==> config.mk <==
export PLATFORM = sky130hd
export DESIGN_NAME = arith_unit
export DESIGN_NICKNAME = d
export VERILOG_FILES = /design/src/design/arith_types_pkg.sv /design/src/design/arith_ctrl_pkg.sv /design/src/design/seq_divider.sv /design/src/design/pipe_multiplier.sv /design/src/design/int_sqrt.sv /design/src/design/arith_unit.sv
export SDC_FILE = /design/constraint.sdc
export NUM_CORES = 2
export LEC_CHECK = 0
export ABC_AREA = 1
export CORE_MARGIN = 1
export CORE_UTILIZATION = 50
export CTS_CLUSTER_DIAMETER = 40
export CTS_CLUSTER_SIZE = 40
export DETAILED_ROUTE_END_ITERATION = 12
export DONT_BUFFER_PORTS = 1
export PLACE_DENSITY = 0.65
export SYNTH_ARGS = -nofsm -noshare
export SYNTH_HDL_FRONTEND = slang
export SYNTH_HIERARCHICAL = 1
export SYNTH_SLANG_ARGS = --single-unit
==> constraint.sdc <==
create_clock -name clk -period 7.75 [get_ports clk]
set_clock_uncertainty 0.2 [all_clocks]
set_input_delay 0.775 -clock clk [delete_from_list [all_inputs] [get_ports clk]]
set_output_delay 0.775 -clock clk [all_outputs]
set_load 0.005 [all_outputs]
==> src/design/arith_types_pkg.sv <==
package arith_types_pkg;

  // one operand or result word
  localparam int data_width = 32;

  // one root bit per radicand bit pair
  localparam int sqrt_steps = data_width / 2;

  // operand, product and output registers
  localparam int mul_stages = 3;

  typedef logic [data_width-1:0] word_t;

  // root before zero extension to a word
  typedef logic [sqrt_steps-1:0] root_t;

endpackage

==> src/design/arith_ctrl_pkg.sv <==
package arith_ctrl_pkg;

  typedef enum logic [1:0] {
    op_div  = 2'd0,
    op_mod  = 2'd1,
    op_mul  = 2'd2,
    op_sqrt = 2'd3
  } op_e;

  // shared by the top level and the iterative engines
  typedef enum logic {
    st_idle = 1'b0,
    st_busy = 1'b1
  } unit_state_e;

  typedef struct packed {
    op_e                    op;
    arith_types_pkg::word_t left;
    arith_types_pkg::word_t right;  // unused for sqrt
  } arith_req_t;

  typedef struct packed {
    arith_types_pkg::word_t result;
    logic                   div_by_zero;
  } arith_rsp_t;

endpackage

==> src/design/seq_divider.sv <==
`timescale 1ns/1ps

module seq_divider (
  input  logic                   clk,
  input  logic                   reset,
  input  logic                   go,
  input  arith_types_pkg::word_t dividend,
  input  arith_types_pkg::word_t divisor,
  output logic                   done,
  output arith_types_pkg::word_t quotient,
  output arith_types_pkg::word_t remainder
);

  // divisor is shifted up by one word less one bit
  typedef logic [2*arith_types_pkg::data_width-2:0] wide_t;

  arith_ctrl_pkg::unit_state_e state;

  wide_t                  divisor_q;
  arith_types_pkg::word_t mask_q;   // quotient bit being decided
  logic                   start;
  logic                   last_step;
  logic                   fits;

  assign start     = go && (state == arith_ctrl_pkg::st_idle);
  assign last_step = mask_q[0];
  assign fits      = (divisor_q <= wide_t'(remainder));

  always_ff @(posedge clk) begin
    if (reset) begin
      state <= arith_ctrl_pkg::st_idle;
      done  <= 1'b0;
    end else begin
      done <= 1'b0;
      case (state)
        arith_ctrl_pkg::st_idle: begin
          if (go) begin
            state <= arith_ctrl_pkg::st_busy;
          end
        end
        arith_ctrl_pkg::st_busy: begin
          // done comes with the final compare-subtract
          if (last_step) begin
            state <= arith_ctrl_pkg::st_idle;
            done  <= 1'b1;
          end
        end
      endcase
    end
  end

  // remainder register doubles as the running partial dividend
  always_ff @(posedge clk) begin
    if (start) begin
      remainder <= dividend;
      divisor_q <= {divisor, {(arith_types_pkg::data_width-1){1'b0}}};
      quotient  <= '0;
      mask_q    <= {1'b1, {(arith_types_pkg::data_width-1){1'b0}}};
    end else if (state == arith_ctrl_pkg::st_busy) begin
      if (fits) begin
        remainder <= remainder - divisor_q[arith_types_pkg::data_width-1:0];
        quotient  <= quotient | mask_q;
      end
      divisor_q <= divisor_q >> 1;
      mask_q    <= mask_q >> 1;
    end
  end

endmodule

==> src/design/pipe_multiplier.sv <==
`timescale 1ns/1ps

module pipe_multiplier (
  input  logic                   clk,
  input  logic                   reset,
  input  logic                   go,
  input  arith_types_pkg::word_t left,
  input  arith_types_pkg::word_t right,
  output logic                   done,
  output arith_types_pkg::word_t product
);

  logic [arith_types_pkg::mul_stages-1:0] valid_q;

  arith_types_pkg::word_t left_q;
  arith_types_pkg::word_t right_q;
  arith_types_pkg::word_t prod_q;

  always_ff @(posedge clk) begin
    if (reset) begin
      valid_q <= '0;
    end else begin
      valid_q <= {valid_q[arith_types_pkg::mul_stages-2:0], go};
    end
  end

  assign done = valid_q[arith_types_pkg::mul_stages-1];

  // each stage only moves when its valid bit says so
  always_ff @(posedge clk) begin
    if (go) begin
      left_q  <= left;
      right_q <= right;
    end
    if (valid_q[0]) begin
      prod_q <= left_q * right_q;  // low word only
    end
    if (valid_q[1]) begin
      product <= prod_q;
    end
  end

endmodule

==> src/design/int_sqrt.sv <==
`timescale 1ns/1ps

module int_sqrt (
  input  logic                   clk,
  input  logic                   reset,
  input  logic                   go,
  input  arith_types_pkg::word_t radicand,
  output logic                   done,
  output arith_types_pkg::root_t root
);

  typedef logic [$clog2(arith_types_pkg::sqrt_steps)-1:0] step_t;
  // two extra bits, msb is the sign
  typedef logic [arith_types_pkg::sqrt_steps+1:0] rem_t;

  localparam step_t last_cnt = step_t'(arith_types_pkg::sqrt_steps - 1);

  arith_ctrl_pkg::unit_state_e state;

  step_t                  step_cnt;
  arith_types_pkg::word_t rad_q;
  rem_t                   rem_q;
  rem_t                   trial;
  rem_t                   rem_next;

  // next bit pair appended to the shifted remainder
  always_comb begin
    trial = {rem_q[arith_types_pkg::sqrt_steps-1:0],
             rad_q[arith_types_pkg::data_width-1 -: 2]};
    if (rem_q[arith_types_pkg::sqrt_steps+1]) begin
      rem_next = trial + {root, 2'b11};  // negative, add back
    end else begin
      rem_next = trial - {root, 2'b01};
    end
  end

  always_ff @(posedge clk) begin
    if (reset) begin
      state    <= arith_ctrl_pkg::st_idle;
      step_cnt <= '0;
      done     <= 1'b0;
    end else begin
      done <= 1'b0;
      case (state)
        arith_ctrl_pkg::st_idle: begin
          step_cnt <= '0;
          if (go) begin
            state <= arith_ctrl_pkg::st_busy;
          end
        end
        arith_ctrl_pkg::st_busy: begin
          step_cnt <= step_cnt + 1'b1;
          if (step_cnt == last_cnt) begin
            state <= arith_ctrl_pkg::st_idle;
            done  <= 1'b1;
          end
        end
      endcase
    end
  end

  // setup cycle on go, then one root bit per step
  always_ff @(posedge clk) begin
    if (go && state == arith_ctrl_pkg::st_idle) begin
      rad_q <= radicand;
      rem_q <= '0;
      root  <= '0;
    end else if (state == arith_ctrl_pkg::st_busy) begin
      rad_q <= rad_q << 2;
      rem_q <= rem_next;
      root  <= {root[arith_types_pkg::sqrt_steps-2:0],
                ~rem_next[arith_types_pkg::sqrt_steps+1]};
    end
  end

endmodule

==> src/design/arith_unit.sv <==
`timescale 1ns/1ps

module arith_unit (
  input  logic                      clk,
  input  logic                      reset,
  input  logic                      start,
  input  arith_ctrl_pkg::arith_req_t req,
  output logic                      busy,
  output logic                      done,
  output arith_ctrl_pkg::arith_rsp_t rsp
);

  arith_ctrl_pkg::unit_state_e state;
  arith_ctrl_pkg::arith_req_t  req_q;   // held for the whole operation
  arith_ctrl_pkg::arith_rsp_t  rsp_next;

  logic go_q;
  logic div_go;
  logic mul_go;
  logic sqrt_go;
  logic div_done;
  logic mul_done;
  logic sqrt_done;
  logic eng_done;
  logic divisor_zero;

  arith_types_pkg::word_t quotient;
  arith_types_pkg::word_t remainder;
  arith_types_pkg::word_t product;
  arith_types_pkg::root_t root;

  assign busy = (state == arith_ctrl_pkg::st_busy);

  always_ff @(posedge clk) begin
    if (reset) begin
      state <= arith_ctrl_pkg::st_idle;
      go_q  <= 1'b0;
      done  <= 1'b0;
      rsp   <= '0;
    end else begin
      go_q <= 1'b0;
      done <= 1'b0;
      case (state)
        arith_ctrl_pkg::st_idle: begin
          if (start) begin
            state <= arith_ctrl_pkg::st_busy;
            go_q  <= 1'b1;
          end
        end
        arith_ctrl_pkg::st_busy: begin
          if (eng_done) begin
            state <= arith_ctrl_pkg::st_idle;
            done  <= 1'b1;
            rsp   <= rsp_next;
          end
        end
      endcase
    end
  end

  always_ff @(posedge clk) begin
    if (start && state == arith_ctrl_pkg::st_idle) begin
      req_q <= req;
    end
  end

  // dispatch to one engine
  assign div_go  = go_q && (req_q.op == arith_ctrl_pkg::op_div ||
                            req_q.op == arith_ctrl_pkg::op_mod);
  assign mul_go  = go_q && (req_q.op == arith_ctrl_pkg::op_mul);
  assign sqrt_go = go_q && (req_q.op == arith_ctrl_pkg::op_sqrt);

  assign divisor_zero = (req_q.right == '0);

  always_comb begin
    rsp_next.div_by_zero = 1'b0;
    case (req_q.op)
      arith_ctrl_pkg::op_div: begin
        rsp_next.result      = quotient;  // all ones on zero divisor
        rsp_next.div_by_zero = divisor_zero;
        eng_done             = div_done;
      end
      arith_ctrl_pkg::op_mod: begin
        rsp_next.result      = remainder;
        rsp_next.div_by_zero = divisor_zero;
        eng_done             = div_done;
      end
      arith_ctrl_pkg::op_mul: begin
        rsp_next.result = product;
        eng_done        = mul_done;
      end
      default: begin
        rsp_next.result = {{(arith_types_pkg::data_width-arith_types_pkg::sqrt_steps){1'b0}},
                           root};
        eng_done        = sqrt_done;
      end
    endcase
  end

  seq_divider seq_divider_i (
    .clk       (clk),
    .reset     (reset),
    .go        (div_go),
    .dividend  (req_q.left),
    .divisor   (req_q.right),
    .done      (div_done),
    .quotient  (quotient),
    .remainder (remainder)
  );

  pipe_multiplier pipe_multiplier_i (
    .clk     (clk),
    .reset   (reset),
    .go      (mul_go),
    .left    (req_q.left),
    .right   (req_q.right),
    .done    (mul_done),
    .product (product)
  );

  int_sqrt int_sqrt_i (
    .clk      (clk),
    .reset    (reset),
    .go       (sqrt_go),
    .radicand (req_q.left),
    .done     (sqrt_done),
    .root     (root)
  );

endmodule

==> flow_summary_export.csv <==
group,metric,value,unit
synth,avgSynthCellArea,8.64,µm²
detailed_routing,wl_met3,6160,µm
cts,root_buffer,"clkbuf_16",
cts,h-tree-depth,3,
cts,path_clk_slew,0.05,ns
setup_path,cpMostUsedCell,"fa_1",
placed_design,placedCellCount,5186,
sta,setup_viol,0,
setup_path,path_max_fanout,16,
sta,tightest_slew,1.09,ns
floorplanning,core,73500,µm²
detailed_routing,ant_nets,0,
power_and_ir_drop,p_per_area,299,nW/µm²
setup_path,startpoint_type,"flip-flop",
setup_path,cp_top_family,"adder cells",
floorplanning,rows,99,
placed_design,dp_hpwl,76600,µm
synth,yosysTopAreaCell,"edfxtp_1",
setup_path,cp.arrival,7.58,ns
sta,fin_crit_sh,0.960,
detailed_routing,vias,27397,
cells_and_area,fin_area,41000,µm²
setup_path,cp-end-kind,"flip-flop",
synth,synth.most_common_cell,"nand2_1",
sta,hold_viol_final,0,
cts,cts_hold_buf,0,
global_routing,antenna_found_initial,7,
global_routing,grt_pass1_vias,27416,
synth,synth_edf_count,290,
cts,clkLatencyLatePin,0.62,ns
floorplanning,io_pins,104,
placed_design,gp_routability_congestion,0.906,
cts,cts_setup_buffers,0,
cts,cts_tree,"built",
power_and_ir_drop,power,12.2,mW
worst_hold_path,hp-class,"in -> reg",
floorplanning,start_util,0.509,
detailed_routing,top_layer_used,"met5",
synth,synth_cell_types,55,
synth,ys_seq_area_frac,0.326,
synth,syn_nets,5009,
synth,synth_warnings,6,
cts,numCtsBuffers,77,
global_routing,grt_pass1_wl,154000,µm
floorplanning,die_area,75900,µm²
power_and_ir_drop,leakagePower,20.6,nW
detailed_routing,avgRoutedWirePerCell,18.3,µm
outcome,status,"finished clean",
cells_and_area,stdcell_count,5330,
sta,max_freq,134,MHz
floorplanning,dieHeight,276,µm
detailed_routing,wl_met2,44600,µm
detailed_routing,wl_met1,43200,µm
detailed_routing,wirelength,97500,µm
sta,rsz0062_at_grt,"no",
job,max_cap_violations,0,
synth,syn-cell-area,37400,µm²
placed_design,numPortBuffers,0,
floorplanning,fp.dieW,276,µm
cts,post_cts_resized,0,
synth,yosys_register_bits,465,
synth,ys.flop_type,"edfxtp_1",
synth,yosys-top-cells-count,"nand2_1, inv_1, fa_1",
cells_and_area,nNetsFinal,4989,
synth,synth.area.top_cells,"edfxtp_1, fa_1, nand2_1, inv_1, dfxtp_1",
cts,clock-sinks,465,
setup_path,path_class,"reg -> reg",
cells_and_area,area_growth,9.48,%
setup_path,cp_num_buf_inv,8,
placed_design,placed_cell_area,38300,µm²
detailed_routing,first_pass_iters,5,
detailed_routing,drc,0,
power_and_ir_drop,vdd.ir_drop.worst,0.000460,V
cts,cts_buffer_depth,3,
synth,syn_inst,4328,
sta,finalMaxSlewViolations,0,
synth,synth_top_cell_area_share,0.233,
setup_path,cpPeakStageDelay,0.69,ns
sta,tns,0,ns
sta,max-slew-margin-rel,0.276,
setup_path,critPathSlowestCell,"edfxtp_1",
global_routing,grt_max_degree,76,
detailed_routing,drtIter0Drc,2181,
detailed_routing,routed_via_density,5.14,
sta,fin_crit,7.44,ns
setup_path,required,7.89,ns
global_routing,grt_overflow,0,
cells_and_area,final_util,0.558,
cells_and_area,fill_cells,6633,
global_routing,track_usage,0.266,
synth,async_reset_ff_frac,0,
cells_and_area,drive_gt1_frac,0.0824,
-- per-layer routing --
layer  vias to the layer above  track usage
li1                      13044            -
met1                     13334        0.374
met2                       845        0.419
met3                       170       0.0384
met4                         4       0.0968
met5                         -            0
-- per-stage QoR --
stage | hold WS (ns) | setup WS (ns)
6_report | 0.0408 | 0.309
3_3_place_gp | 0.202 | 0.492
2_1_floorplan | 0.200 | 0.869
3_5_place_dp | 0.205 | 0.442
5_1_grt | 0.0263 | 0.0134
4_1_cts | 0.00429 | 0.368
-- layout by cell type, fill, tap and decap left out, drive strengths merged, types with 9 or more instances in the layout --
cell,count
clkinv,18
o22ai,73
xnor2,42
mux2,30
fa,409
inv,1102
xor2,35
nand3b,10
o21bai,9
nand2,1164
edfxtp,290
buf,69
nor3,20
clkbuf,91
a21oi,152
nand3,165
ha,203
nand4,25
dfxtp,175
nor2,132
o21ai,96
-- final cells by class --
class | count | area, µm² | area share
tap | 959 | 1200 | 0.0293
inverter | 1081 | 4060 | 0.0991
timing repair buffer | 69 | 518 | 0.0126
antenna | 1 | 2.50 | 0.0000611
multi-input combinational | 2614 | 20300 | 0.496
sequential | 465 | 12200 | 0.298
clock inverter | 50 | 556 | 0.0136
clock buffer | 91 | 2080 | 0.0508
-- kinds of logic (layout without fill, tap and decap cells) --
group                    count (synthesis)  count (layout)  share of synthesized area
buffers and inverters                 1249            1291                      0.131
AO/OA/AOI/OAI                          364             364                     0.0576
AND/OR/NAND/NOR                       1531            1531                      0.171
multiplexers                            30              30                    0.00903
flip-flops                             465             465                      0.326
adder cells (fa/ha/maj)                612             612                      0.287
XOR/XNOR                                77              77                     0.0180
other                                    0               1                          0
-- sequential cells by signal (all words and copies together), names as in the netlist, 4 cells and up --
signal,count
int_sqrt_i/rad_q,32
int_sqrt_i/step_cnt,4
pipe_multiplier_i/prod_q,32
seq_divider_i/quotient,32
int_sqrt_i/rem_q,17
seq_divider_i/divisor_q,63
req_q,66
seq_divider_i/remainder,32
int_sqrt_i/root,16
pipe_multiplier_i/left_q,32
rsp,33
pipe_multiplier_i/right_q,32
seq_divider_i/mask_q,32
pipe_multiplier_i/product,32
-- power by group --
part,switching [mW],internal (mW)
Combinational,3.48,2.08
Sequential,0.162,3.03
Clock,1.30,2.16
-- final timing paths --
check,from,end,slack (ns),cells past startpoint
worst min-delay path,reset,int_sqrt_i/state,0.04,1
worst min register to register,pipe_multiplier_i/prod_q[27],pipe_multiplier_i/product[27],0.22,0
worst max register to register,pipe_multiplier_i/right_q[12],pipe_multiplier_i/prod_q[31],0.31,27
worst max-delay path,pipe_multiplier_i/right_q[12],pipe_multiplier_i/prod_q[31],0.31,27
(Power assumes the default switching activity.)
